<file path="config.mk">
export PLATFORM = sky130hd
export DESIGN_NAME = command_decode
export DESIGN_NICKNAME = d
export VERILOG_FILES = /design/src/source/microwave_pkg.sv /design/src/source/command_decode.sv
export SDC_FILE = /design/constraint.sdc
export NUM_CORES = 1
export LEC_CHECK = 0
export ABC_AREA = 1
export BUFFER_PORTS_ARGS = -buffer_cell sky130_fd_sc_hd__buf_2
export CAP_MARGIN = 15
export CORE_MARGIN = 3
export CORE_UTILIZATION = 60
export DETAILED_ROUTE_END_ITERATION = 8
export PLACE_DENSITY = 0.8
export SLEW_MARGIN = 20
export SYNTH_ARGS = -nofsm -noshare
export SYNTH_HDL_FRONTEND = slang
export SYNTH_SLANG_ARGS = --single-unit
</file>
<file path="constraint.sdc">
create_clock -name clk -period 6.8 [get_ports clk]
set_input_delay 0.68 -clock clk [delete_from_list [all_inputs] [get_ports clk]]
set_output_delay 0.68 -clock clk [all_outputs]
set_load 0.03 [all_outputs]
</file>
<file path="src/source/microwave_pkg.sv">
`default_nettype none

package microwave_pkg;

    localparam int MAX_SECONDS = 5999;  // 99:59
    localparam int QUICK_SECONDS = 30;
    localparam logic [7:0] FULL_POWER = 8'd100;
    localparam logic [7:0] CUSTOM_TEMPERATURE = 8'd75;
    localparam int PWM_PERIOD = 100;  // one step per power percent

    typedef logic [12:0] seconds_t;

    typedef enum logic [3:0] {
        popcorn,
        beverage,
        reheat,
        defrost,
        pizza,
        potato,
        vegetable,
        dinner,
        baby_milk,
        keep_warm
    } food_e;

    typedef struct packed {
        seconds_t   seconds;
        logic [7:0] power;
        logic [7:0] temperature;
    } cook_setting_t;

    typedef enum logic [1:0] {
        CMD_NONE,
        CMD_START,
        CMD_STOP
    } cmd_e;

    typedef struct packed {
        cmd_e          kind;
        cook_setting_t setting;
    } cook_cmd_t;

    typedef struct packed {
        logic       cooking;
        seconds_t   remaining;
        logic [7:0] power;
        logic [7:0] temperature;
    } cook_state_t;

    typedef struct packed {
        logic [3:0] min_tens;
        logic [3:0] min_ones;
        logic [3:0] sec_tens;
        logic [3:0] sec_ones;
    } time_digits_t;

    // indexed by food_e
    localparam cook_setting_t PRESET_TABLE [10] = '{
        '{seconds: 13'd120, power: 8'd100, temperature: 8'd100},
        '{seconds: 13'd60,  power: 8'd70,  temperature: 8'd80},
        '{seconds: 13'd90,  power: 8'd70,  temperature: 8'd70},
        '{seconds: 13'd180, power: 8'd35,  temperature: 8'd25},
        '{seconds: 13'd270, power: 8'd80,  temperature: 8'd75},
        '{seconds: 13'd240, power: 8'd100, temperature: 8'd90},
        '{seconds: 13'd210, power: 8'd80,  temperature: 8'd85},
        '{seconds: 13'd180, power: 8'd80,  temperature: 8'd80},
        '{seconds: 13'd60,  power: 8'd50,  temperature: 8'd35},
        '{seconds: 13'd180, power: 8'd10,  temperature: 8'd65}
    };

endpackage

`default_nettype wire
</file>
<file path="src/source/command_decode.sv">
`timescale 1ns/10ps
`default_nettype none

module command_decode (
    input  wire logic                 clk,
    input  wire logic                 reset,
    input  wire logic [3:0]           key_digit,
    input  wire logic                 key_strobe,
    input  wire microwave_pkg::food_e food,
    input  wire logic                 preset_strobe,
    input  wire logic                 start,
    input  wire logic                 stop,
    output microwave_pkg::cook_cmd_t  cmd
);
    import microwave_pkg::*;

    time_digits_t  buffer;
    time_digits_t  buffer_shifted;
    cook_setting_t pending;
    cook_setting_t keyed_setting;
    logic          key_valid;
    logic          preset_valid;
    logic          start_sample;
    logic          start_prev;
    logic          start_edge;
    int            minutes;
    int            seconds;
    int            total;

    always_comb begin
        key_valid    = key_strobe && (key_digit <= 4'd9);  // non-decimal keys dropped
        preset_valid = preset_strobe && (food <= keep_warm);
        start_edge   = start_sample && !start_prev;

        // oldest digit falls out of min_tens
        buffer_shifted.min_tens = buffer.min_ones;
        buffer_shifted.min_ones = buffer.sec_tens;
        buffer_shifted.sec_tens = buffer.sec_ones;
        buffer_shifted.sec_ones = key_digit;

        minutes = int'(buffer_shifted.min_tens) * 10 + int'(buffer_shifted.min_ones);
        seconds = int'(buffer_shifted.sec_tens) * 10 + int'(buffer_shifted.sec_ones);
        total   = minutes * 60 + seconds;  // seconds field may read up to 99
        if (total > MAX_SECONDS) begin
            total = MAX_SECONDS;
        end

        keyed_setting.seconds     = seconds_t'(total);
        keyed_setting.power       = FULL_POWER;
        keyed_setting.temperature = CUSTOM_TEMPERATURE;
    end

    always_ff @(posedge clk or posedge reset) begin
        if (reset) begin
            buffer       <= '0;
            pending      <= '0;
            start_sample <= 1'b0;
            start_prev   <= 1'b0;
            cmd          <= '{kind: CMD_NONE, setting: '0};
        end else begin
            start_sample <= start;
            start_prev   <= start_sample;

            if (stop || preset_valid) begin
                buffer <= '0;
            end else if (key_valid) begin
                buffer <= buffer_shifted;
            end

            if (stop || start_edge) begin
                pending <= '0;  // setting is consumed by the start
            end else if (preset_valid) begin
                pending <= PRESET_TABLE[food];
            end else if (key_valid) begin
                pending <= keyed_setting;
            end

            if (stop) begin
                cmd.kind <= CMD_STOP;
            end else if (start_edge) begin
                cmd.kind <= CMD_START;
            end else begin
                cmd.kind <= CMD_NONE;
            end
            cmd.setting <= pending;
        end
    end

    // a held start button must not retrigger
    assert property (@(posedge clk) disable iff (reset)
        cmd.kind == CMD_START |=> cmd.kind != CMD_START);

endmodule

`default_nettype wire

</file>
* Word level (Yosys, flattened, before mapping)
Memories as Yosys holds them, arrays and structs flattened.
Index checks and enable logic that the tools add are counted.
** Cells by class
- $add $sub $neg :: 3
- Multipliers :: 3
- Div/mod/pow operators :: 0
- Order comparisons :: 4
- Equality and inequality tests :: 0
- Shift operators :: 0
- Muxes and demuxes :: 10
- Bitwise gates (word level) :: 1
- Reduce and logical (&&, ||, !) cells :: 8
** Operators by type and width (number)
- $mux 29 :: 5
- $mux 12 :: 2
- $add 8x4->9 :: 2
- $add 15x9->16 :: 1
- $gt 16x13->1 const B :: 1
- $mul 4x3->7 const B :: 2
- $mul 9x4->13 const B :: 1
- $mux 13 :: 1
- $le 4x4->1 const B :: 2
- $ge 5x5->1 const B :: 1
- $not 4->5 :: 1
- $logic_and 1x1->1 :: 3
- $reduce_bool 3->1 :: 1
- $logic_or 1x1->1 :: 2
- $mux 2 :: 1
- $reduce_bool 2->1 :: 1
- $logic_not 1->1 :: 1
- $mux 1 :: 1
** Storage, ports and cells
- Flip-flop bits (word level) :: 74
- Bits in latches :: 0
- Bits in writable memories :: 0
- Bits in read-only memories :: 464
- Output and inout bits :: 31
- Memories kept :: 1
** Memory list
- (no name shown) :: depth 16, bits a word 29, rd ports 1, clocked after memory_dff 0, write ports 0, line command_decode.sv:73 : pending <= PRESET_TABLE[food];

* Logic depth before layout (Yosys ltp)
- Depth after elaboration :: 9
- Mapped depth :: 31
- Mapped depth without buffers :: 31

* Worst setup path before layout
Ideal clock, no wire load.
- Path kind :: flip-flop to flip-flop
- From :: reg buffer[10] (netlist bit)
- To :: reg pending[16] (netlist bit)
- Arrival time :: 4.855 ns
- Data required time :: 6.680 ns
- Path slack :: 1.825 ns
- Stages on the path, launching flop included :: 23
- Cell sequence :: dfrtp_1 > ha_1 > ha_1 > xor2_1 > fa_1 > inv_1 > fa_1 > ha_1 > nand2_1 > nand3_1 > xor2_1 > ha_1 > ha_1 > nand2_1 > or2_2 > nand4_1 > nand2_2 > o21ai_2 > nand2_2 > nor2_4 > nand2_4 > o21ai_1 > nand2_1
** On the way
- Longest elaborated chain between the ends :: 9
** RTL lines
- start: declaration :: line command_decode.sv:17 : time_digits_t buffer;
- start signal: assignment :: line command_decode.sv:67 : buffer <= buffer_shifted;
- $mul 4x3->7 :: line command_decode.sv:41 : minutes = int'(buffer_shifted.min_tens) * 10 + int'(buffer_shifted.min_ones);
- $add 8x4->9 :: line command_decode.sv:41
- $mul 9x4->13 :: line command_decode.sv:43 : total = minutes * 60 + seconds;
- $add 15x9->16 :: line command_decode.sv:43
- $gt 16x13->1 :: line command_decode.sv:44 : if (total > MAX_SECONDS) begin
- $mux 13 :: line command_decode.sv:44
- $mux 29 :: line command_decode.sv:74 : end else if (key_valid) begin
- $mux 29 :: line command_decode.sv:72 : end else if (preset_valid) begin
- $mux 29 :: line command_decode.sv:70 : if (stop || start_edge) begin
- end signal: assignment :: line command_decode.sv:73
- end signal: assignment :: line command_decode.sv:75 : pending <= keyed_setting;
- end: declaration :: line command_decode.sv:19 : cook_setting_t pending;
No other way between the ends. The select of a mux whose other input is x is not followed.
A chain may end at the register's enable or synchronous reset.

* Final worst setup path
- From :: reg buffer[10] (netlist bit)
- To :: reg pending[24] (netlist bit)
** On the way
- Longest elaborated chain between the ends :: 9
** RTL lines (line)
- $mul 4x3->7 (*) :: command_decode.sv:41
- $add 8x4->9 (*) :: command_decode.sv:41
- $mul 9x4->13 (*) :: command_decode.sv:43
- $add 15x9->16 (*) :: command_decode.sv:43
- $gt 16x13->1 :: command_decode.sv:44
- $mux 13 (*) :: command_decode.sv:44
- $mux 29 (*) :: command_decode.sv:74
- $mux 29 (*) :: command_decode.sv:72
- $mux 29 (*) :: command_decode.sv:70
Every way passes the cells marked *; elsewhere a longest branch is shown, timed or not. The select of a mux whose other input is x is not followed.

==> flow_summary.json <==
{
  "synth-compound-area-share_pct": 9.989,
  "antenna_found_initial": 0,
  "cts-root-buf": "clkbuf_8",
  "die_area_um2": 8814,
  "startpoint_type": "register",
  "post-cts-setup-buffers": 0,
  "busiest_layer": "met2",
  "overflow": 0,
  "grt_setup_unrepaired": "false",
  "layout-drive-gt1-share_pct": 13.48,
  "grtUsageMet2_pct": 39.21,
  "cts_tree": "built",
  "first_pass_iters": 6,
  "seq_area_frac_synth_pct": 37.80,
  "hold_buffers": 0,
  "portBuffers": 42,
  "cap_violations": 0,
  "comb_power_share_pct": 38.2,
  "synth-xor-area-share_pct": 3.375,
  "core_area_um2": 7370,
  "placed_area_um2": 4928,
  "yosys_most_used_dff": "dfrtp_1",
  "switching_share_pct": 39.04,
  "peakVddDrop_mv": 0.1070,
  "crit_required_ps": 7030,
  "cp_data_arrival_time_ps": 5760,
  "ys_types": 41,
  "p_sw_uw": 523.3,
  "pin_count": 45,
  "period_share_pct": 81.23,
  "stdcell_area_um2": 5135,
  "crit_path_end_kind": "register",
  "nNetsFinal": 673,
  "hold_viol": 0,
  "area_delta_synth_final_pct": 10.80,
  "dp_hpwl_um": 7602,
  "post_drt_wl_per_cell_um": 14.11,
  "diodes": 0,
  "cts_made_buffers": 9,
  "synth_enable_flop_cells": 0,
  "grt_pass1_wl_um": 16910,
  "clk_latency_ps": 350,
  "synth-simple-area-share_pct": 21.41,
  "clock_path_buffers": 2,
  "synth_most_common_cell": "nand2_1",
  "grtUsageTotal_pct": 24.38,
  "ant_nets": 0,
  "cts-htree-levels": 3,
  "path_class": "reg2reg",
  "worst_slew_pin_slew_ps": 1021,
  "hold_class": "in2async",
  "intPower_uw": 817.1,
  "grt_pass1_vias": 3672,
  "period_minus_slack_ps": 5524,
  "synthArstFlopShare_pct": 100.0,
  "r2r_cells": 22,
  "cts.sinks": 70,
  "yosysTopAreaCellShare_pct": 37.80,
  "skew_ps": 7.363,
  "synth_top_area_cell": "dfrtp_1",
  "path_clk_slew_ps": 80,
  "p_leak_uw": 0.002918,
  "grtUsageMet3_pct": 4.327,
  "ys_ff_latch": 70,
  "wl_um": 9875,
  "seqPwrFrac_pct": 35.9,
  "setup_viol": 0,
  "fin_setup_tns_ps": 0,
  "row_count": 31,
  "globalplace.congestion": 0.8961,
  "post_synth_fa_ha_maj_area_fraction_pct": 19.92,
  "drt_first_iter_violations": 191,
  "post_cts_resize_count": 0,
  "initial_core_util_pct": 62.89,
  "utilization_pct": 69.68,
  "avgViaCountPerCell": 5.351,
  "avgSynthCellArea_um2": 8.411,
  "fmax_mhz": 181.0,
  "ys_warn_count": 0,
  "clockPowerShare_pct": 25.9,
  "synth_mux_area_share_pct": 0,
  "grt_max_degree": 59,
  "grtUsageMet1_pct": 34.02,
  "drc_errors": 0,
  "synth_top_family_by_area": "simple AND/OR/NAND/NOR gates",
  "power_density_nw_per_um2": 261.0,
  "critPathMaxFanout": 10,
  "synth_area_leaders": "dfrtp_1 38%, ha_1 12%, nand2_1 10%",
  "outcome": "complete, no violations",
  "dieWidth_um": 93.89,
  "drv_slew": 0,
  "synth_common_cells": "129 x nand2_1, 72 x inv_1, 70 x dfrtp_1",
  "synth_cells": 551,
  "die_h_um": 93.89,
  "syn_area_um2": 4634,
  "vias": 3746,
  "max_slew_margin_pct": 31.70
}
==> cell type report <==
type | count | area (um^2)
multi-input cells | 394 | 2542
fillers | 600 | 2235
flip-flops and latches | 70 | 1752
inverters | 78 | 292.8
repair buffers | 43 | 217.7
clock buffers | 10 | 137.6
well taps | 99 | 123.9
clock inverters | 6 | 68.82
==> cells in the final DEF (no fill, tap or decap), drive strengths merged, types with 2 or more instances in the layout <==
| cell type | netlist | routed |
|---|---|---|
| inv | 77 | 78 |
| o21ai | 43 | 43 |
| nor2 | 59 | 59 |
| nand4 | 6 | 6 |
| buf | 5 | 43 |
| nor3 | 2 | 2 |
| fa | 18 | 18 |
| clkinv | 1 | 4 |
| nand2 | 134 | 134 |
| a32o | 5 | 5 |
| o211ai | 3 | 3 |
| conb | 1 | 2 |
| a21oi | 15 | 15 |
| dfrtp | 70 | 70 |
| a21o | 2 | 2 |
| nand3 | 24 | 24 |
| o21bai | 3 | 3 |
| clkbuf | 5 | 10 |
| xnor2 | 5 | 5 |
| or2 | 4 | 4 |
| a211oi | 4 | 4 |
| nand3b | 2 | 2 |
| xor2 | 12 | 12 |
| ha | 45 | 45 |
==> metrics by stage <==
stage	instances	total power, uW	setup slack [ps]	hold WS [ps]
finish	700	1340	1276	257.5
global route	700	1442	873.1	273.5
CTS	700	1343	1263	254.4
detailed placement	684	992.5	1307	360.7
global placement	684	976.5	1482	360.2
floorplan	552	876.8	1825	354.0
==> per-layer routing <==
layer | share of wire [%] | routed length [um]
met4 | 1.1 | 105
met5 | 0 | 0
met2 | 47 | 4638
met3 | 5.2 | 513
met1 | 47 | 4618
==> critical path, stage by stage (launching register included) <==
cell and delay (ps):
dfrtp_1 450, ha_1 300, ha_1 300, xor2_1 530
fa_1 500, inv_1 80, fa_1 420, ha_1 380
nand2_1 110, nand3_1 130, xor2_1 170, ha_1 280
ha_1 380, nand2_1 90, or2_2 300, nand4_1 170
nand2_2 100, o21ai_2 140, nand2_2 90, nor2_4 140
nand2_4 110, o21ai_1 160, nand2_1 80
==> flip-flops by register name (all words and copies together) (netlist names) <==
register / count
start_sample: 1
buffer: 12
start_prev: 1
cmd: 29
pending: 27
==> path summary, 6_finish.rpt <==
kind,slack [ps],start,end
worst min register to register,380,pending[21],cmd[21]
worst max register to register,1280,buffer[10],pending[24]
worst max-delay path,1280,buffer[10],pending[24]
worst min-delay path,260,reset,buffer[4]
min in group clk,380,pending[21],cmd[21]
max in group asynchronous,5550,reset,pending[6]
==> power by group through the flow <==
| stage | sequential (uW) | clock (uW) | combinational [uW] |
|---|---|---|---|
| 2_1_floorplan | 523 | 0 | 354 |
| 3_3_place_gp | 487 | 0 | 489 |
| 3_5_place_dp | 489 | 0 | 504 |
| 4_1_cts | 481 | 352 | 511 |
| 5_1_grt | 485 | 367 | 590 |
| 6_report | 481 | 347 | 512 |
==> cells by family after synthesis <==
kind of cell,after synthesis
simple gates,234
flops,70
fa+ha+maj,63
compound gates,78
other cells,1
xor+xnor,17
buf+inv,88
(Power assumes the default switching activity.)
