===== config.mk =====
export PLATFORM = sky130hd
export DESIGN_NAME = power_pwm
export DESIGN_NICKNAME = d
export VERILOG_FILES = /design/src/source/microwave_pkg.sv /design/src/source/power_pwm.sv
export SDC_FILE = /design/constraint.sdc
export NUM_CORES = 1
export LEC_CHECK = 0
export ABC_CLOCK_PERIOD_IN_PS = 2830
export CORE_AREA = 4 4 41 43
export CTS_BUF_LIST = sky130_fd_sc_hd__clkbuf_4
export CTS_CLUSTER_DIAMETER = 200
export DETAILED_ROUTE_END_ITERATION = 10
export DIE_AREA = 0 0 45 47
export DONT_BUFFER_PORTS = 1
export PLACE_DENSITY = 0.51
export SLEW_MARGIN = 30
export SYNTH_ARGS = -nofsm -noshare
export SYNTH_HDL_FRONTEND = slang
export SYNTH_SLANG_ARGS = --single-unit

===== constraint.sdc =====
create_clock -name clk -period 2.83 [get_ports clk]
set_input_delay 0.1415 -clock clk [delete_from_list [all_inputs] [get_ports clk]]
set_output_delay 0.1415 -clock clk [all_outputs]
set_load 0.1 [all_outputs]

===== src/source/microwave_pkg.sv =====
`default_nettype none

package microwave_pkg;

    localparam int MAX_SECONDS = 5999;  // 99:59
    localparam int QUICK_SECONDS = 30;
    localparam logic [7:0] FULL_POWER = 8'd100;
    localparam logic [7:0] CUSTOM_TEMPERATURE = 8'd75;
    localparam int PWM_PERIOD = 100;  // one step per power percent

    typedef logic [12:0] seconds_t;

    typedef enum logic [3:0] {
        popcorn,
        beverage,
        reheat,
        defrost,
        pizza,
        potato,
        vegetable,
        dinner,
        baby_milk,
        keep_warm
    } food_e;

    typedef struct packed {
        seconds_t   seconds;
        logic [7:0] power;
        logic [7:0] temperature;
    } cook_setting_t;

    typedef enum logic [1:0] {
        CMD_NONE,
        CMD_START,
        CMD_STOP
    } cmd_e;

    typedef struct packed {
        cmd_e          kind;
        cook_setting_t setting;
    } cook_cmd_t;

    typedef struct packed {
        logic       cooking;
        seconds_t   remaining;
        logic [7:0] power;
        logic [7:0] temperature;
    } cook_state_t;

    typedef struct packed {
        logic [3:0] min_tens;
        logic [3:0] min_ones;
        logic [3:0] sec_tens;
        logic [3:0] sec_ones;
    } time_digits_t;

    // indexed by food_e
    localparam cook_setting_t PRESET_TABLE [10] = '{
        '{seconds: 13'd120, power: 8'd100, temperature: 8'd100},
        '{seconds: 13'd60,  power: 8'd70,  temperature: 8'd80},
        '{seconds: 13'd90,  power: 8'd70,  temperature: 8'd70},
        '{seconds: 13'd180, power: 8'd35,  temperature: 8'd25},
        '{seconds: 13'd270, power: 8'd80,  temperature: 8'd75},
        '{seconds: 13'd240, power: 8'd100, temperature: 8'd90},
        '{seconds: 13'd210, power: 8'd80,  temperature: 8'd85},
        '{seconds: 13'd180, power: 8'd80,  temperature: 8'd80},
        '{seconds: 13'd60,  power: 8'd50,  temperature: 8'd35},
        '{seconds: 13'd180, power: 8'd10,  temperature: 8'd65}
    };

endpackage

`default_nettype wire

===== src/source/power_pwm.sv =====
`timescale 1ns/10ps
`default_nettype none

module power_pwm (
    input  wire logic       clk,
    input  wire logic       reset,
    input  wire logic [7:0] power,
    output logic            magnetron
);
    import microwave_pkg::*;

    localparam int CNT_W = $clog2(PWM_PERIOD);

    logic [CNT_W-1:0] count;

    always_ff @(posedge clk or posedge reset) begin
        if (reset) begin
            count     <= '0;
            magnetron <= 1'b0;
        end else begin
            if (count == CNT_W'(PWM_PERIOD - 1)) begin
                count <= '0;
            end else begin
                count <= count + 1'b1;
            end
            magnetron <= (8'(count) < power);  // 0 stays low, 100 stays high
        end
    end

    // duty above 100 percent would mean a broken power setting upstream
    assert property (@(posedge clk) disable iff (reset)
        power <= FULL_POWER);

endmodule

`default_nettype wire


# Word-level counts from Yosys, hierarchy flattened
# Index checks and enable logic that the tools add are counted.
# word_totals
regBits	8
wordCells	6
inputBits	10
# classes
order_cmp	1
n_eq_ne	1
addsub	1
muxes	1
# ops
op	n
$lt A7 B8 Y1	1
$add A7 B1 Y7 const B	1
$eq A7 B7 Y1 const B	1
$mux W7	1

# Logic depth before layout (Yosys ltp)
# Gate-level depths: netlist of the first run.
# depth
depth_word	2
mapped_depth	5

# Least setup slack after synthesis of the first run
# OpenSTA, ideal clock, no wires.
# synth_timing
kind	register to register
from	register count[5]
to	register magnetron
setup_time_ns	0.079
slack_ns	1.657
required_ns	2.751
n_path_buf	0
arrival_time_ns	1.093
synth_period_minus_slack_ns	1.173
stages_incl_launch_ff	5
cell_sequence	dfrtp_1 -> ha_1 -> a21o_1 -> a21oi_1 -> a2bb2oi_1
# synth_between
elab_chain_len	1
# synth_lines
element	line	source
from (decl)	power_pwm.sv:14	logic [CNT_W-1:0] count;
from (signal assigned)	power_pwm.sv:24	count <= count + 1'b1;
$lt A7 B8 Y1	power_pwm.sv:26	magnetron <= (8'(count) < power);
to (signal assigned)	power_pwm.sv:26	
to (decl)	power_pwm.sv:8	output logic magnetron
# No other way between the ends.

# Worst setup path in the final report of the first run
# layout_timing
from	register count[4]
to	register count[1]
# layout_between
elab_chain_len	2
# layout_lines
element	line	source
$eq A7 B7 Y1	power_pwm.sv:21	if (count == CNT_W'(PWM_PERIOD - 1)) begin
$mux W7	power_pwm.sv:21	
# No other way between the ends.

==> results.py, run 1 <==
metrics = {
    "clocking": {
        "clk_pin_slew_worst_paths_ns": 0.06,
        "clk_latency_ns": 0.26,
        "clockBufferDepth": 2,
        "clock_sinks": 8,
        "numCtsBuffers": 3,
        "cts-resized-gates": 0,
        "cts_tree": "done",
        "htree_levels": 1,
        "cts-root-buf": "clkbuf_4",
    },
    "worst_setup_path": {
        "rrSetupSlack_ns": 1.51,
        "arrival_ns": 1.44,
        "crit_fanout": 6,
        "critPathBufInv": 0,
        "startpoint_type": "flip-flop",
        "worstPathRequired_ns": 2.95,
        "worstSetupEndpointType": "flip-flop",
        "slowest_stage": "dfrtp_1",
        "max_stage_delay_ns": 0.44,
        "critical_path_class": "flip-flop to flip-flop",
        "cp_cell_sequence": "nand4bb_1 -> nor3b_1 -> nor2b_1",
        "path_delay_family": "simple AND/OR/NAND/NOR gates",
    },
    "power": {
        "leakage_uw": 0.000255,
        "p_comb_share_pct": 5.9,
        "seqPwrFrac_pct": 54.7,
        "vdd_drop_max_uv": 221,
        "powerDensity_nw_per_um2": 395,
        "p_int_uw": 170,
        "clkPwrFrac_pct": 39.3,
        "swShare_pct": 23.1,
        "switchingPower_uw": 51.1,
        "fin_total_pwr_uw": 221,
    },
    "sta": {
        "finalHoldViolCount": 0,
        "whs_ns": 0.0573,
        "finalWorstSetupSlack_ns": 1.51,
        "drv_slew": 0,
        "max-slew-margin-rel_pct": 41.5,
        "setup_viol": 0,
        "fin_crit_ns": 1.32,
        "fin_worst_skew_ns": 0.00997,
        "tns_ns": 0,
        "min_period_over_period_pct": 46.7,
        "tightest_slew_ns": 0.878,
        "max_freq_mhz": 757,
        "rsz0062_at_grt": "no",
    },
    "routing": {
        "vias": 376,
        "wl_per_cell_um": 13.7,
        "drtAntennaViolNets": 0,
        "totalWireLength_um": 975,
        "dr.first_iter.drc_count": 6,
        "drc": 0,
        "routed_via_density": 5.30,
        "drt_pass1_iterations": 4,
    },
    "grt": {
        "overflow": 0,
        "grt_pass1_wl_mm": 1.65,
        "grt_max_degree": 9,
        "antenna_found_initial": 0,
        "grt.total_usage_pct": 11.3,
        "first_global_vias": 372,
    },
    "logic_synthesis": {
        "syn_area_sq_um": 508,
        "seq_area_frac_synth_pct": 39.4,
        "synth_nets": 69,
        "ys_ff_latch": 8,
        "avgSynthCellArea_sq_um": 9.77,
        "yosysUniqueCellTypes": 20,
        "synth_cells": 52,
        "synth_warnings": 0,
    },
    "place": {
        "placed_cells": 67,
        "place_ws_ns": 1.49,
        "hpwlAfterDp_um": 810,
        "place_congestion": 0.673,
        "port_buffers": 0,
    },
    "run_status": {
        "status": "finished, final reports clean",
    },
    "final_layout": {
        "drive_above_1_share_pct": 7.14,
        "final_net_count": 75,
        "final_cell_mix": "inv_1, dfrtp_1, ha_1",
        "fillers": 127,
        "antenna_cells": 0,
        "syn_to_final_growth_pct": 10.1,
        "stdcell_count": 71,
    },
    "floorplanning": {
        "rows": 13,
        "die-area_sq_um": 2120,
        "die_h_um": 47,
        "die_w_um": 45,
        "start_util_pct": 39.0,
        "io_pins": 11,
        "core_sq_um": 1300,
    },
    "flow_run": {
        "drv_cap": 0,
    },
    "min_path": {
        "hold_path.class": "input pin to flip-flop",
    },
}
[logic make-up after synthesis]
family / share of synthesized area (%)
compound gates: 14.3
xor+xnor: 3.45
fa+ha+maj: 17.2
buf+inv: 5.91
flops: 39.4
simple gates: 19.7
[cell type report]
| type | instances | area (sq um) | share of cell area [%] |
|---|---|---|---|
| timing repair buffer | 1 | 10.0 | 1.79 |
| tap | 15 | 18.8 | 3.36 |
| clock buffer | 3 | 22.5 | 4.03 |
| sequential | 8 | 200 | 35.8 |
| multi-input combinational | 36 | 278 | 49.7 |
| inverter | 8 | 30.0 | 5.37 |
[registers in the layout, indices dropped and copies added, names as in the netlist]
register / count
count: 7
magnetron: 1
[worst paths after layout]
check | startpoint | to | depth (start not counted)
setup / recovery | count[4]$_DFF_PP0_ | count[1]$_DFF_PP0_ | 3
hold / removal | power[7] | magnetron$_DFF_PP0_ | 1
setup reg to reg | count[4]$_DFF_PP0_ | count[1]$_DFF_PP0_ | 3
hold reg to reg | count[0]$_DFF_PP0_ | count[0]$_DFF_PP0_ | 1
max in group asynchronous | reset | count[3]$_DFF_PP0_ | 2
min in group asynchronous | reset | count[5]$_DFF_PP0_ | 2
[layer usage]
layer | GRT usage (%) | vias to the layer above | wire length [um]
li1 | - | 196 | -
met1 | 11.2 | 171 | 391
met2 | 21.2 | 9 | 520
met3 | 7.28 | 0 | 64
met4 | 0 | 0 | 0
met5 | 0 | - | 0
[cell usage after synthesis]
library cell  n  area share (%)
xnor2_1       2             3.4
nor3b_1       2             3.0
and3_1        1             1.2
inv_1         8             5.9
and4b_1       1             2.0
ha_1          7              17
nand2_1       2             1.5
nand4bb_1     2             4.4
nor2b_1       1             1.2
o21ai_0       3             3.0
or3_1         1             1.2
o211ai_1      1             1.5
nand3_1       3             3.0
dfrtp_1       8              39
a311oi_1      1             1.7
a21o_1        1             1.5
a2bb2oi_1     1             1.7
nor2_1        1            0.74
a21oi_1       5             4.9
and2_2        1             1.5
[power by group through the flow]
| stage | registers (uW) | logic (uW) | clock network, uW |
|---|---|---|---|
| global route | 121 | 15.7 | 97.5 |
| detailed placement | 123 | 12.7 | 0 |
| global placement | 123 | 11.1 | 0 |
| floorplan | 123 | 9.75 | 0 |
| CTS | 121 | 13.8 | 89.8 |
| finish | 121 | 13.1 | 86.9 |
[per-stage QoR]
stage | utilization, % | cell area [sq um]
2_1_floorplan | - | 508
3_3_place_gp | 40.5 | 527
3_5_place_dp | 40.5 | 527
4_1_cts | 43.0 | 559
5_1_grt | 43.0 | 559
6_report | 43.0 | 559
[what timing repair did]
action / 4_1_cts / 5_1_grt
setup endpoints to repair: 0 / 0
hold buffers: 1 / 0
endpoints found under the hold margin: 8 / 0
buffers inserted: 0 / 0
(Power assumes the default switching activity.)
==> inputs of run 2 (changes only) <==
ABC_CLOCK_PERIOD_IN_PS = 1200   (was 2830)
PLACE_DENSITY = 0.53   (was 0.51)
clock period = 1.2 ns   (was 2.83 ns; I/O delays follow)
==> results.py, run 2 (synthesized netlist as in run 1, its figures left out) <==
metrics = {
    "floorplanning": {
        "rows": 13,
        "core_sq_um": 1300,
        "start_util_pct": 39.0,
        "die-area_sq_um": 2120,
        "die_w_um": 45,
        "io_pins": 11,
        "die_h_um": 47,
    },
    "worst_setup_path": {
        "cp_cell_sequence": "buf_4 -> or3_1 -> a21oi_2",
        "reg2reg_to": "count[5]$_DFF_PP0_",
        "worstPathRequired_ns": 1.39,
        "startpoint_type": "flip-flop",
        "critical_path_class": "flip-flop to flip-flop",
        "arrival_ns": 1.35,
        "rrSetupSlack_ns": 0.04,
        "worstSetupEndpointType": "flip-flop",
        "slowest_stage": "dfrtp_2",
        "crit_fanout": 4,
        "max_stage_delay_ns": 0.43,
        "reg2reg_depth": 3,
        "rr_startpoint": "count[5]$_DFF_PP0_",
    },
    "final_layout": {
        "regMostFlops": "count",
        "top_regs": "count (7), magnetron (1)",
        "stdcell_count": 85,
        "syn_to_final_growth_pct": 43.1,
        "layout_commonest_cell": "buf_4",
        "drive_above_1_share_pct": 35.7,
        "final_net_count": 89,
        "final_cell_mix": "buf_4, inv_1, dfrtp_1",
        "antenna_cells": 0,
        "largest_register_ffs": 7,
    },
    "clocking": {
        "cts-root-buf": "clkbuf_4",
        "htree_levels": 1,
        "cts_tree": "done",
        "clk_pin_slew_worst_paths_ns": 0.05,
        "clk_latency_ns": 0.26,
        "numCtsBuffers": 3,
        "clockBufferDepth": 2,
        "clock_sinks": 8,
    },
    "grt": {
        "overflow": 0,
        "first_global_vias": 395,
        "grt.total_usage_pct": 12.9,
        "antenna_found_initial": 0,
        "grt_pass1_wl_mm": 1.77,
        "grt_max_degree": 9,
    },
    "sta": {
        "min_period_over_period_pct": 96.9,
        "rsz0062_at_grt": "yes",
        "fin_worst_skew_ns": 0.000272,
        "tightest_slew_ns": 0.327,
        "max_freq_mhz": 860,
        "whs_ns": 0.126,
        "setup_viol": 0,
        "fin_crit_ns": 1.16,
        "finalHoldViolCount": 0,
        "drv_slew": 0,
        "max-slew-margin-rel_pct": 78.2,
    },
    "routing": {
        "totalWireLength_mm": 1.12,
        "drc": 0,
        "routed_via_density": 5.05,
        "vias": 429,
        "drt_pass1_iterations": 4,
        "dr.first_iter.drc_count": 4,
        "drtAntennaViolNets": 0,
        "wl_per_cell_um": 13.2,
    },
    "place": {
        "port_buffers": 0,
        "hpwlAfterDp_um": 763,
        "placed_cells": 78,
        "place_congestion": 0.717,
    },
    "min_path": {
        "hold_path_depth": 2,
        "hold_path.class": "input pin to flip-flop",
        "holdPathEnd": "magnetron$_DFF_PP0_",
        "hold_start": "power[7]",
    },
    "power": {
        "powerDensity_nw_per_um2": 743,
        "vdd_drop_max_uv": 609,
        "leakage_uw": 0.000327,
    },
    "run_status": {
        "status": "finished, final reports clean",
    },
    "flow_run": {
        "drv_cap": 0,
    },
}
## run 2: cell types whose count changed in the layout (fill, tap and decap cells not counted), moves of 2 or more
cell	delta
a21oi_1	-2
dfrtp_1	-2
dfrtp_2	+2
ha_1	-2
a21oi_2	+2
ha_4	+2
buf_4	+12
## run 2: how the worst max path moves through the flow
stage,slack (ns),from,endpoint
final,0.04,count[5]$_DFF_PP0_,count[5]$_DFF_PP0_
after floorplan,0.03,count[5]$_DFF_PP0_,magnetron$_DFF_PP0_
after global routing,-0.009,count[5]$_DFF_PP0_,magnetron$_DFF_PP0_
after detailed placement,-0.02,count[5]$_DFF_PP0_,magnetron$_DFF_PP0_
after CTS,-0.03,count[5]$_DFF_PP0_,magnetron$_DFF_PP0_
after global placement,0.005,count[1]$_DFF_PP0_,count[6]$_DFF_PP0_
## run 2: repair_timing
| action | CTS | global route |
|---|---|---|
| endpoints found under the setup margin | 2 | 5 |
| hold endpoints to repair | 9 | 0 |
| pin swaps | 1 | 5 |
| cloned | 0 | 0 |
| gates resized for setup | 2 | 9 |
| buffers inserted | 0 | 2 |
| hold buffers | 2 | 0 |
## run 2: area by class of cell
type / instances / area, sq um
well taps: 15 / 18.8
inverters: 8 / 30.0
clock buffers: 3 / 22.5
multi-input cells: 36 / 332
fillers: 131 / 574
flip-flops and latches: 8 / 203
repair buffers: 15 / 121
## run 2: layer usage
metal | vias up | part of all wire [%] | GRT usage (%)
met5 | - | 0 | 0
met3 | 5 | 5.1 | 5.75
li1 | 221 | - | -
met2 | 11 | 50 | 18.9
met1 | 192 | 41 | 14.5
met4 | 0 | 3.5 | 10.5
## run 2: per-stage QoR
stage / TNS [ns] / total power [uW] / utilization [%] / worst slack (ns) / cell area [sq um]
after floorplan: 0 / 312 / - / 0.0273 / 508
after global placement: 0 / 320 / 46.8 / 0.00519 / 609
after detailed placement: -0.0153 / 321 / 46.8 / -0.0153 / 609
after CTS: -0.0287 / 552 / 50.6 / -0.0287 / 658
after global routing: -0.00858 / 574 / 55.9 / -0.00858 / 727
final: 0 / 540 / 55.9 / 0.0366 / 727
## run 2: report_power, final
| part | internal [uW] | leakage (uW) | switching, uW |
|---|---|---|---|
| registers | 272 | 0.0000911 | 0.412 |
| clock network | 115 | 0.0000138 | 98.8 |
| logic | 21.7 | 0.000222 | 32.4 |
| total | 408 | 0.000327 | 132 |
## run 2: critical path: cells and delay by family (launching register included)
family                 cells  cell delay [ns]
AO/OA/AOI/OAI              1             0.14
buffers and inverters      1             0.15
flip-flops                 1             0.43
AND/OR/NAND/NOR            1             0.38
