--- src/source/microwave_pkg.sv ---
`default_nettype none

package microwave_pkg;

    localparam int MAX_SECONDS = 5999;  // 99:59
    localparam int QUICK_SECONDS = 30;
    localparam logic [7:0] FULL_POWER = 8'd100;
    localparam logic [7:0] CUSTOM_TEMPERATURE = 8'd75;
    localparam int PWM_PERIOD = 100;  // one step per power percent

    typedef logic [12:0] seconds_t;

    typedef enum logic [3:0] {
        popcorn,
        beverage,
        reheat,
        defrost,
        pizza,
        potato,
        vegetable,
        dinner,
        baby_milk,
        keep_warm
    } food_e;

    typedef struct packed {
        seconds_t   seconds;
        logic [7:0] power;
        logic [7:0] temperature;
    } cook_setting_t;

    typedef enum logic [1:0] {
        CMD_NONE,
        CMD_START,
        CMD_STOP
    } cmd_e;

    typedef struct packed {
        cmd_e          kind;
        cook_setting_t setting;
    } cook_cmd_t;

    typedef struct packed {
        logic       cooking;
        seconds_t   remaining;
        logic [7:0] power;
        logic [7:0] temperature;
    } cook_state_t;

    typedef struct packed {
        logic [3:0] min_tens;
        logic [3:0] min_ones;
        logic [3:0] sec_tens;
        logic [3:0] sec_ones;
    } time_digits_t;

    // indexed by food_e
    localparam cook_setting_t PRESET_TABLE [10] = '{
        '{seconds: 13'd120, power: 8'd100, temperature: 8'd100},
        '{seconds: 13'd60,  power: 8'd70,  temperature: 8'd80},
        '{seconds: 13'd90,  power: 8'd70,  temperature: 8'd70},
        '{seconds: 13'd180, power: 8'd35,  temperature: 8'd25},
        '{seconds: 13'd270, power: 8'd80,  temperature: 8'd75},
        '{seconds: 13'd240, power: 8'd100, temperature: 8'd90},
        '{seconds: 13'd210, power: 8'd80,  temperature: 8'd85},
        '{seconds: 13'd180, power: 8'd80,  temperature: 8'd80},
        '{seconds: 13'd60,  power: 8'd50,  temperature: 8'd35},
        '{seconds: 13'd180, power: 8'd10,  temperature: 8'd65}
    };

endpackage

`default_nettype wire
--- src/source/cook_timer.sv ---
`timescale 1ns/10ps
`default_nettype none

module cook_timer #(
    parameter int unsigned TICK_CYCLES = 50_000_000
) (
    input  wire logic                     clk,
    input  wire logic                     reset,
    input  wire microwave_pkg::cook_cmd_t cmd,
    output microwave_pkg::cook_state_t    state,
    output logic                          tick,
    output logic                          finished
);
    import microwave_pkg::*;

    localparam int unsigned DIV_W = (TICK_CYCLES > 1) ? $clog2(TICK_CYCLES) : 1;

    logic [DIV_W-1:0] div_count;
    int               added;
    seconds_t         extended;

    always_comb begin
        added    = int'(state.remaining) + QUICK_SECONDS;
        extended = (added > MAX_SECONDS) ? seconds_t'(MAX_SECONDS) : seconds_t'(added);
    end

    // free running, never restarted by commands
    always_ff @(posedge clk or posedge reset) begin
        if (reset) begin
            div_count <= '0;
            tick      <= 1'b0;
        end else if (div_count == DIV_W'(TICK_CYCLES - 1)) begin
            div_count <= '0;
            tick      <= 1'b1;
        end else begin
            div_count <= div_count + 1'b1;
            tick      <= 1'b0;
        end
    end

    always_ff @(posedge clk or posedge reset) begin
        if (reset) begin
            state    <= '0;
            finished <= 1'b0;
        end else begin
            finished <= 1'b0;
            case (cmd.kind)
                CMD_STOP: begin
                    state <= '0;  // no finished pulse, so no buzzer
                end
                CMD_START: begin
                    if (!state.cooking) begin
                        state.cooking <= 1'b1;
                        if (cmd.setting.seconds == '0) begin  // quick start
                            state.remaining   <= seconds_t'(QUICK_SECONDS);
                            state.power       <= FULL_POWER;
                            state.temperature <= CUSTOM_TEMPERATURE;
                        end else begin
                            state.remaining   <= cmd.setting.seconds;
                            state.power       <= cmd.setting.power;
                            state.temperature <= cmd.setting.temperature;
                        end
                    end else begin
                        state.remaining <= extended;  // add-30, power kept
                    end
                end
                default: begin
                    if (tick && state.cooking) begin
                        state.remaining <= state.remaining - 1'b1;
                        if (state.remaining == seconds_t'(1)) begin
                            state.cooking <= 1'b0;
                            state.power   <= 8'd0;
                            finished      <= 1'b1;
                        end
                    end
                end
            endcase
        end
    end

    assert property (@(posedge clk) disable iff (reset)
        int'(state.remaining) <= MAX_SECONDS);

    // magnetron must be off whenever the oven is idle
    assert property (@(posedge clk) disable iff (reset)
        !state.cooking |-> state.power == 8'd0);

endmodule

`default_nettype wire

--- config.mk ---
export PLATFORM = sky130hd
export DESIGN_NAME = cook_timer
export DESIGN_NICKNAME = d
export VERILOG_FILES = /design/src/source/microwave_pkg.sv /design/src/source/cook_timer.sv
export SDC_FILE = /design/constraint.sdc
export NUM_CORES = 1
export LEC_CHECK = 0
export ABC_CLOCK_PERIOD_IN_PS = 5550
export BUFFER_PORTS_ARGS = -buffer_cell sky130_fd_sc_hd__buf_2
export CAP_MARGIN = 30
export CORE_MARGIN = 5
export CORE_UTILIZATION = 40
export CTS_CLUSTER_SIZE = 14
export DETAILED_ROUTE_END_ITERATION = 8
export HOLD_SLACK_MARGIN = 0.1
export PLACE_DENSITY = 0.57
export SLEW_MARGIN = 5
export SYNTH_ARGS = -nofsm -noshare
export SYNTH_HDL_FRONTEND = slang
export SYNTH_SLANG_ARGS = --single-unit
--- constraint.sdc ---
create_clock -name clk -period 5.55 [get_ports clk]
set_clock_uncertainty 0.1 [all_clocks]
set_input_delay 1.11 -clock clk [delete_from_list [all_inputs] [get_ports clk]]
set_output_delay 1.11 -clock clk [all_outputs]
set_load 0.1 [all_outputs]
# Word level (Yosys, flattened, before mapping)
# Cells that the tools add are included.
# word_totals
regBits	58
output_inout_bits	32
# op_classes
add_sub_neg	3
order_cmp	1
n_eq_ne	5
muxes	14
reduce_logical	9
# ops
cell	n
22-bit one-hot mux with 2 select lines	1
29-bit two-way mux	1
26-bit by 1-bit adder with 26-bit output, second input constant	1
26-bit equality test, second input constant	1
13-bit two-way mux	2
26-bit two-way mux	1
22-bit two-way mux	1
16-bit two-way mux	1
8-bit one-hot mux with 2 select lines	1
13-bit by 5-bit adder with 14-bit output, second input constant	1
14-bit by 13-bit > comparator with 1-bit output, second input constant	1
13-bit by 1-bit equality test with 1-bit output, second input constant	1
13-bit zero test	1
13-bit by 1-bit subtractor with 13-bit output, second input constant	1
8-bit two-way mux	1
3-bit nonzero test	2
1-bit two-way mux	5
2-bit AND reduction	2
3-bit AND reduction	1
2-bit by 1-bit equality test with 1-bit output, second input constant	1
2-bit equality test, second input constant	1
2-bit inequality test, second input constant	1
2-bit nonzero test	1
2-bit OR reduction	1
1-bit logical AND	1

# Logic depth before layout (Yosys ltp)
# Gate-level depths: netlist of run 1.
# depth
depth_word	5
depth_mapped	10
mapped_depth_nobuf	8

# Worst setup path after synthesis of run 1
# OpenSTA, ideal clock, no wires.
# synth_path
path_type	reg-to-reg
startpoint	register state[17] in the netlist's numbering
endpoint	register state[16] in the netlist's numbering
t_arrival_ps	2781
t_required_ps	5368
path_slack_ps	2588
path_stages_with_launch	10
path_buffers	1
synth_period_minus_slack_ps	2962
cell_sequence	dfrtp_1 > inv_1 > ha_1 > or3b_1 > buf_4 > a31oi_4 > o21ai_2 > nor2_1 > a211o_1 > o211ai_2
# synth_between
elab_chain_cells	5
# synth_rtl
element	line_no	source
start: declaration	cook_timer.sv:10	output microwave_pkg::cook_state_t state,
13-bit by 5-bit adder with 14-bit output	cook_timer.sv:23	added = int'(state.remaining) + QUICK_SECONDS;
14-bit by 13-bit > comparator with 1-bit output	cook_timer.sv:24	extended = (added > MAX_SECONDS) ? seconds_t'(MAX_SECONDS) : seconds_t'(added);
13-bit two-way mux	cook_timer.sv:24	
13-bit two-way mux	cook_timer.sv:52	if (!state.cooking) begin
22-bit one-hot mux with 2 select lines	cook_timer.sv:47	case (cmd.kind)
# Every way passes these cells.
# A chain may end at the register's enable or synchronous reset.

# Worst setup path after layout of run 1
# layout_path
startpoint	input port cmd[30] in the netlist's numbering
endpoint	register state[27] in the netlist's numbering
# layout_between
elab_chain_cells	2
word_cells_on_any_way	4
classes_between	eq/ne (2); mux (1); reduce/logical (1)
# layout_rtl
element	line_no	source
start: declaration	cook_timer.sv:9	input wire microwave_pkg::cook_cmd_t cmd,
2-bit by 1-bit equality test with 1-bit output / 2-bit equality test (equally long branches)	cook_timer.sv:47	
22-bit one-hot mux with 2 select lines / 3-bit nonzero test (equally long branches)	-	
# Parallel ways exist; a longest one is shown, timed or not.

==> results.toml, run 1 <==
[clock_tree]
ctsHtreeMaxLevel = 3
tritoncts = "yes"
clk_pin_slew_ps = 80
cts-root-buf = "clkbuf_8"
postCtsHoldBufs = 0
cts_setup_buffers = 0
numCtsBuffers = 9
post_cts_resized = 0
cts_buffer_depth = 2
clock_latency_ps = 340
cts.sinks = 58

[layout]
regArea_mm2 = 0.00145
area_growth_pct = 14.6
multi_input_area_mm2 = 0.00201
layout_common_cells = "64 x buf_2, 58 x dfrtp_1, 50 x nor2_1"
diodes = 0
final_common_cell = "buf_2"
drive_gt1_share_pct = 21.3
nets = 512
n_fill_cell = 919

[logic_synthesis]
postSynthAreaPerCell_um2 = 8.85
synth_top_family_by_area = "simple AND/OR/NAND/NOR gates"
synth_cell_type_count = 69
async_reset_ff_share_pct = 100
synthesis.area_mm2 = 0.00368
synth_compound_area_share_pct = 19.9
synthAdderAreaFrac_pct = 2.04
yosys_warnings = 0
seq_area_frac_synth_pct = 39.4
synth_xor_area_share_pct = 6.19
synth_edf_count = 0
yosys.area_share.simple_pct = 26.3
yosys_most_used_dff = "dfrtp_1"
synthMuxAreaShare_pct = 0.272
synthCells = 416
syn_nets = 455
ys_ff_latch = 58

[floorplan]
die_area_mm2 = 0.0112
die_y_um = 106
die_w_um = 106
start_util_pct = 40.4
core_area_mm2 = 0.00911
pin_count = 65
num_rows = 35

[sta]
rsz0062_at_grt = "no"
min_period_ps = 3390
finalWorstSetupSlack_ps = 2160
timing.final.hold_violations = 0
slew_headroom_pct = 35.8
hold_ws_ps = 362
tightestPinTransition_ps = 959
setup_viol = 0
clock.fmax_mhz = 295
slew_violations = 0
fin_tns_setup_ps = 0
fin_crit_sh_pct = 61.1

[detailed_routing]
wl_per_cell_um = 17.6
viasPerCell = 5.75
wl_met3_um = 439
wl_met2_um = 5040
drc = 0
maxUsedRoutingLayer = "met4"
drt_iter0_drc = 213
ant_nets = 0
first_pass_iters = 6
totalWireLength_um = 10400
route.layer.met1.wl_um = 4550
num_vias = 3389

[power]
p_clk_share_pct = 21.0
p_switching_uw = 984
vdd_drop_max_uv = 264
leakage_uw = 0.00185
cellPowerDensity_mw_per_mm2 = 453
internal_power_uw = 928
share_comb_of_total_power_pct = 46.9
power.share.switching_pct = 51.5
p_seq_share_pct = 32.1

[setup_path]
crit_fanout = 16
crit_path_end_kind = "flop"
slowest_delay_ps = 690
path_buf_inv = 2
path_class = "in -> reg"
cp_top_family = "simple AND/OR/NAND/NOR gates"
crit_path_start_kind = "input port"
cp_common_cell = "nand2_1"
path_cells = "buf_2 > inv_1 > ha_1 > nor2_1 > nand2_1 > nand2_1 > nor3_1 > a221o_1"
required_ps = 5680
arrival_ps = 3520
slowest_stage = "nor2_1"

[placed_design]
port_buffers = 64
hpwl_um = 7380
place_worst_setup_slack_ps = 1870
gp_congestion = 0.840

[global_route]
grt_antenna_before_repair = 0
grt_pass1_vias = 3254
grt_pass1_wl_um = 16600
grt_usage_pct = 18.6
grt_max_degree = 59
overflow = 0

[hold_path]
hold_path.class = "reg -> reg"

[job]
cap_violations = 0

[run_status]
status = "finished, final reports clean"
stage by stage:
| step | instances | cell area, um^2 | util (%) | total power (uW) |
|---|---|---|---|---|
| 3_3_place_gp | 572 | 4010 | 44.0 | 1500 |
| 2_1_floorplan | 416 | 3680 | - | 1350 |
| 4_1_cts | 589 | 4220 | 46.3 | 1920 |
| 3_5_place_dp | 573 | 4020 | 44.1 | 1510 |
| 6_report | 589 | 4220 | 46.3 | 1910 |
| 5_1_grt | 589 | 4220 | 46.3 | 2010 |
worst register-to-register path: stages (launching register included):
cell and delay (ps):
dfrtp_1 520, inv_1 200, ha_1 340, or3b_1 430, a31oi_4 120, o21ai_2 470
nor2_1 140, a211o_1 340, o211ai_2 70
cell usage after synthesis (all sizes together) (2+ instances only):
cell | number | area share (%)
nor2 | 50 | 5.1
xnor2 | 13 | 3.1
a21oi | 23 | 3.3
or2b | 2 | 0.41
dfrtp | 58 | 39
nand3 | 18 | 2.6
a31oi | 11 | 2.3
and3 | 4 | 0.68
xor2 | 13 | 3.1
nand2 | 38 | 3.9
nand3b | 3 | 0.61
or4 | 2 | 0.51
o211a | 2 | 0.75
o211ai | 11 | 2.4
nor4 | 11 | 2.9
buf | 14 | 3.0
o221ai | 5 | 1.2
o31ai | 3 | 0.61
nor3b | 5 | 1.3
nor3 | 18 | 2.9
o21bai | 2 | 0.41
inv | 19 | 1.9
o2111ai | 2 | 0.65
a41oi | 2 | 0.48
or3 | 5 | 0.99
nand2b | 3 | 0.51
and4 | 3 | 0.71
nor4b | 2 | 0.48
o21ai | 38 | 5.5
clkbuf | 7 | 0.99
ha | 6 | 2.0
nand4 | 6 | 1.2
registers in the layout (all words and copies together) (netlist names):
name,cells
div_count,26
finished,1
tick,1
state,30
cell type report:
class,count,share of cell area [%]
tap,111,3.29
clock buffer,14,3.86
clock inverter,2,0.830
timing repair buffer,67,8.21
multi-input combinational,318,47.7
sequential,58,34.4
inverter,19,1.69
path summary, 6_finish.rpt:
kind	start	endpoint	slack, ps	cells after the start
max in group asynchronous	reset	state[0]	3960	3
worst max-delay path	cmd[30]	state[27]	2160	8
worst max register to register	state[17]	state[16]	2740	8
min in group asynchronous	reset	state[13]	890	3
worst min register to register	div_count[0]	div_count[0]	360	1
worst min-delay path	div_count[0]	div_count[0]	360	1
cells by family (layout without fill, tap and decap cells):
kind of cell               count (synthesis)  after routing
and+or+nand+nor                          177            177
AOI/OAI and AO/OA                        108            108
DFF                                       58             58
buffers and inverters                     40            102
xor gates and xnor gates                  26             26
adders and majority gates                  6              6
muxes                                      1              1
power groups by stage:
stage / registers [uW] / logic, uW / clock network, uW
2_1_floorplan: 904 / 449 / 0
3_3_place_gp: 620 / 884 / 0
3_5_place_dp: 620 / 892 / 0
4_1_cts: 612 / 895 / 412
5_1_grt: 629 / 952 / 430
6_report: 615 / 897 / 401
layer usage:
metal / vias to the layer above / GRT usage [%]
li1: 1622 / -
met1: 1647 / 23.2
met2: 96 / 30.2
met3: 24 / 4.37
met4: 0 / 8.97
met5: - / 0
(Power assumes the default switching activity.)
==> inputs of run 2 (changes only) <==
- ABC_AREA: not set -> 1
- ABC_CLOCK_PERIOD_IN_PS: 5550 -> 3230
- PLACE_DENSITY: 0.57 -> 0.58
- clock period: 5.55 -> 3.23 ns (I/O delays scaled with it)
==> run 2 against run 1 <==
Effect of this change: via count rose by 1.3%; worst setup slack worse by 1400 ps; count of clock-buffer cells in the layout decreased by 3; hold slack worse by 250 ps; largest cell class unchanged.
==> results.toml, run 2 <==
[detailed_routing]
viasPerCell = 5.12
first_pass_iters = 5
wl_per_cell_um = 14.6
num_vias = 3434
ant_nets = 0
totalWireLength_um = 9810
drt_iter0_drc = 175
drc = 0

[sta]
tightestPinTransition_ps = 641
slew_violations = 0
fin_crit_sh_pct = 75.4
finalWorstSetupSlack_ps = 794
rsz0062_at_grt = "no"
timing.final.hold_violations = 0
clock.fmax_mhz = 410
min_period_ps = 2440
setup_viol = 0
slew_headroom_pct = 57.0
fin_tns_setup_ps = 0

[floorplan]
core_area_mm2 = 0.00872
die_area_mm2 = 0.0109
pin_count = 65
die_y_um = 104
num_rows = 34
die_w_um = 104
start_util_pct = 40.9

[clock_tree]
cts_setup_buffers = 0
tritoncts = "yes"
cts-root-buf = "clkbuf_8"
cts.sinks = 58
clock_latency_ps = 340
postCtsHoldBufs = 0
ctsHtreeMaxLevel = 3
clk_pin_slew_ps = 70
numCtsBuffers = 9
cts_buffer_depth = 2
post_cts_resized = 0

[logic_synthesis]
yosysMostFrequentCell = "nand2_1"
yosys_warnings = 0
yosys.area.top_type = "dfrtp_1"
ys_ff_latch = 58
synth_area_leaders = "dfrtp_1 41%, nand2_1 10%, inv_1 7.8%, nor2_1 7.7%, nand3_1 4.6%"
synth_edf_count = 0
async_reset_ff_share_pct = 100
synthCells = 490
synth_common_cells = "97 x nand2_1, 74 x inv_1, 73 x nor2_1"
synth.top_cell.area_share_pct = 40.6
synth_cell_type_count = 35
postSynthAreaPerCell_um2 = 7.29
yosys_most_used_dff = "dfrtp_1"
synthesis.area_mm2 = 0.00357
syn_nets = 529
seq_area_frac_synth_pct = 40.6

[global_route]
overflow = 0
grt_antenna_before_repair = 0
grt_pass1_wl_um = 16200
grt_usage_pct = 18.2
grt_pass1_vias = 3257
grt_max_degree = 49

[layout]
top_register = "state"
diodes = 0
reg_top3 = "state x30, div_count x26"
layout_common_cells = "97 x nand2_1, 73 x inv_1, 73 x nor2_1"
nets = 597
final_common_cell = "nand2_1"
largest_reg_flops = 30
area_growth_pct = 16.6
drive_gt1_share_pct = 18.5

[power]
leakage_uw = 0.00209
vdd_drop_max_uv = 276
total_power_uw = 2440
cellPowerDensity_mw_per_mm2 = 586

[placed_design]
gp_congestion = 0.864
hpwl_um = 7290
port_buffers = 64
place_worst_setup_slack_ps = 745

[hold_path]
hold_path.class = "in -> async"

[setup_path]
path_cells = "inv_1 > ha_1 > nand2_2 > nand2_2 > inv_2 > nand4_1 > nand2_1 > nand3b_1 > nand2_2 > nand2_1 > nand2_1 > nand2_1 > a21oi_1"
rrSetupSlack_ps = 790
crit_path_end_kind = "flop"
arrival_ps = 2590
required_ps = 3390
cp_common_cell = "nand2_1"
slowest_stage = "dfrtp_1"
crit_path_start_kind = "flop"
path_class = "reg -> reg"
slowest_delay_ps = 400
crit_fanout = 13

[run_status]
status = "finished, final reports clean"

[job]
cap_violations = 0
[run 2: worst paths after layout]
path,cells after the start,end,from
min in group clk,1,div_count[0],div_count[0]
max,13,state[27],state[17]
max in group asynchronous,3,state[7],reset
max reg2reg,13,state[27],state[17]
min,2,state[18],reset
min reg2reg,1,div_count[0],div_count[0]
[run 2: kinds of logic after synthesis]
kind of cell    synth area share, %
simple gates                   31.3
buf+inv                        9.46
compound gates                 12.4
flops                          40.6
xor+xnor                       4.17
fa+ha+maj                      2.10
[run 2: report_power, final]
| part | switching [uW] | leakage (uW) | total (uW) | internal (uW) |
|---|---|---|---|---|
| combinational | 776 | 0.00125 | 969 | 193 |
| clock | 303 | 0.0000851 | 598 | 295 |
| sequential | 85.9 | 0.000749 | 872 | 786 |
[run 2: final cells by class]
cell class	instances	area, um^2
tap	108	135
clock buffer	11	141
inverter	75	282
clock inverter	5	30.0
fill	881	4560
multi-input combinational	347	1780
timing repair buffer	67	343
sequential	58	1450
[run 2: worst max-delay path, delay by kind of cell (launching register included)]
family	cells	cell delay, ps
fa+ha+maj	1	300
buf+inv	2	270
simple gates	9	1160
compound gates	1	120
flops	1	400
[run 2: metal layers]
layer / up-vias / track usage [%] / wire (um)
met3: 15 / 3.91 / 637
met2: 102 / 24.8 / 3900
met4: 0 / 5.74 / 133
met1: 1595 / 28.4 / 5140
li1: 1722 / - / -
met5: - / 0 / 0
[run 2: per-stage QoR]
stage          instance area (um^2)  utilization (%)  hold WS [ps]  std cells
6_report                       4160             47.7           115        671
5_1_grt                        4160             47.7           125        671
4_1_cts                        4160             47.7           108        671
3_5_place_dp                   3990             45.8           358        655
3_3_place_gp                   3990             45.8           352        655
2_1_floorplan                  3570                -           333        490
==> inputs of run 3 (changes only) <==
- ABC_CLOCK_PERIOD_IN_PS: 3230 -> 2400
- clock period: 3.23 -> 2.4 ns (I/O delays scaled with it)
==> run 3 against run 2 <==
Effect of this change: critical path depth is 1 lower; sequential power is 34% higher; largest cell class unchanged; core utilization is 1.3 points higher; hold slack better by 170 ps; critical path type unchanged; count of clock-buffer cells in the layout is 1 lower; sequential cell count stayed put; final cell count is 1.5% higher; largest power group unchanged; highest routed layer unchanged.
==> results.toml, run 3 (same netlist as run 2, synthesis figures left out) <==
[hold_path]
hold_end = "state[12]"
whs_path_depth = 3
hold_path.class = "in -> reg"
worstHoldStart = "cmd[12]"

[global_route]
overflow = 0
grt_pass1_vias = 3335
grt_max_degree = 41
grt_pass1_wl_um = 16400
grt_antenna_before_repair = 0
grt_usage_pct = 18.3

[floorplan]
core_area_mm2 = 0.00872
pin_count = 65
num_rows = 34
start_util_pct = 40.9
die_y_um = 104
die_w_um = 104
die_area_mm2 = 0.0109

[detailed_routing]
first_pass_iters = 5
ant_nets = 0
viasPerCell = 5.11
totalWireLength_um = 9720
num_vias = 3483
wl_per_cell_um = 14.3
drc = 0
drt_iter0_drc = 207

[clock_tree]
cts-root-buf = "clkbuf_8"
clock_latency_ps = 340
tritoncts = "yes"
cts.sinks = 58
cts_buffer_depth = 2
clk_pin_slew_ps = 80
numCtsBuffers = 9
ctsHtreeMaxLevel = 3
cts_setup_buffers = 0

[setup_path]
rr_worst_depth = 12
crit_path_start_kind = "flop"
arrival_ps = 2280
path_class = "reg -> reg"
crit_path_end_kind = "flop"
crit_fanout = 13
rrSetupSlack_ps = 260
reg2reg_from = "state[18]"
r2r_end = "state[22]"
required_ps = 2540

[sta]
slew_violations = 0
clock.fmax_mhz = 467
slew_headroom_pct = 55.0
tightestPinTransition_ps = 675
hold_ws_ps = 283
fin_crit_sh_pct = 89.3
min_period_ps = 2140
rsz0062_at_grt = "no"
fin_tns_setup_ps = 0
setup_viol = 0
timing.final.hold_violations = 0

[placed_design]
hpwl_um = 7170
port_buffers = 64
gp_congestion = 0.875

[layout]
diodes = 0
n_fill_cell = 894
reg_top3 = "state x30, div_count x26"
nets = 607
area_growth_pct = 19.7
final_util_pct = 49.0
drive_gt1_share_pct = 20.9
largest_reg_flops = 30
layout_common_cells = "97 x nand2_1, 73 x inv_1, 73 x nor2_1"
top_register = "state"
final_common_cell = "nand2_1"

[power]
total_power_uw = 3330
vdd_drop_max_uv = 344
leakage_uw = 0.00213
cellPowerDensity_mw_per_mm2 = 779

[job]
cap_violations = 0

[run_status]
status = "finished, final reports clean"
==> run 3: changes by cell type in the layout (fill, tap and decap cells not counted), sizes merged <==
cell / before / now
dlygate4sd3: 0 / 1
buf: 67 / 76
clkinvlp: 2 / 3
clkbuf: 11 / 10
inv: 75 / 76
clkinv: 3 / 2
==> run 3: layout make-up <==
| type | count | area, um^2 | area share [%] |
|---|---|---|---|
| tap | 108 | 135 | 3.16 |
| sequential | 58 | 1460 | 34.1 |
| clock inverter | 6 | 41.3 | 0.966 |
| inverter | 75 | 282 | 6.59 |
| multi-input combinational | 347 | 1790 | 41.8 |
| timing repair buffer | 77 | 433 | 10.1 |
| clock buffer | 10 | 138 | 3.22 |
==> run 3: metal layers <==
metal / GRT usage [%] / up-vias / wire [um]
li1: - / 1750 / -
met1: 26.7 / 1602 / 4740
met2: 26.5 / 123 / 4090
met3: 4.53 / 8 / 775
met4: 5.64 / 0 / 120
met5: 0 / - / 0
==> run 3: per-stage QoR <==
step,instances,instance area (um^2),setup WS [ps]
after floorplan,490,3580,8.20
after global placement,664,4080,276
after detailed placement,664,4080,247
after CTS,681,4270,220
after global routing,681,4270,12.4
final,681,4270,257
==> run 3: worst max path at each step <==
stage              start   endpoint  depth (start not counted)
2_1_floorplan  state[19]  state[22]                         12
3_3_place_gp   state[18]  state[22]                         12
3_5_place_dp   state[18]  state[17]                         14
4_1_cts        state[18]  state[17]                         14
5_1_grt        state[18]  state[17]                         14
6_report       state[18]  state[22]                         12
==> run 3: worst max-delay path, stage by stage (launching register included) <==
cell and delay, ps:
dfrtp_2 430, inv_1 90, ha_1 250, nand2_2 140, nand2_2 120, inv_2 40, nand4_1 60, nand2_1 70
nand3b_1 230, nand2_4 230, nand3_2 80, a21oi_1 150, nor2_1 50
==> run 3: what timing repair did <==
action | 4_1_cts | 5_1_grt
setup endpoints to repair | 0 | 11
hold buffers | 1 | 0
resized for setup | 0 | 1
endpoints found under the hold margin | 18 | 0
==> run 3: power by group <==
part	switching, uW	leakage, uW	internal, uW	total, uW
Clock	428	0.0000847	402	830
Sequential	104	0.000743	1060	1170
Combinational	1050	0.00131	279	1330
Total	1580	0.00213	1740	3330
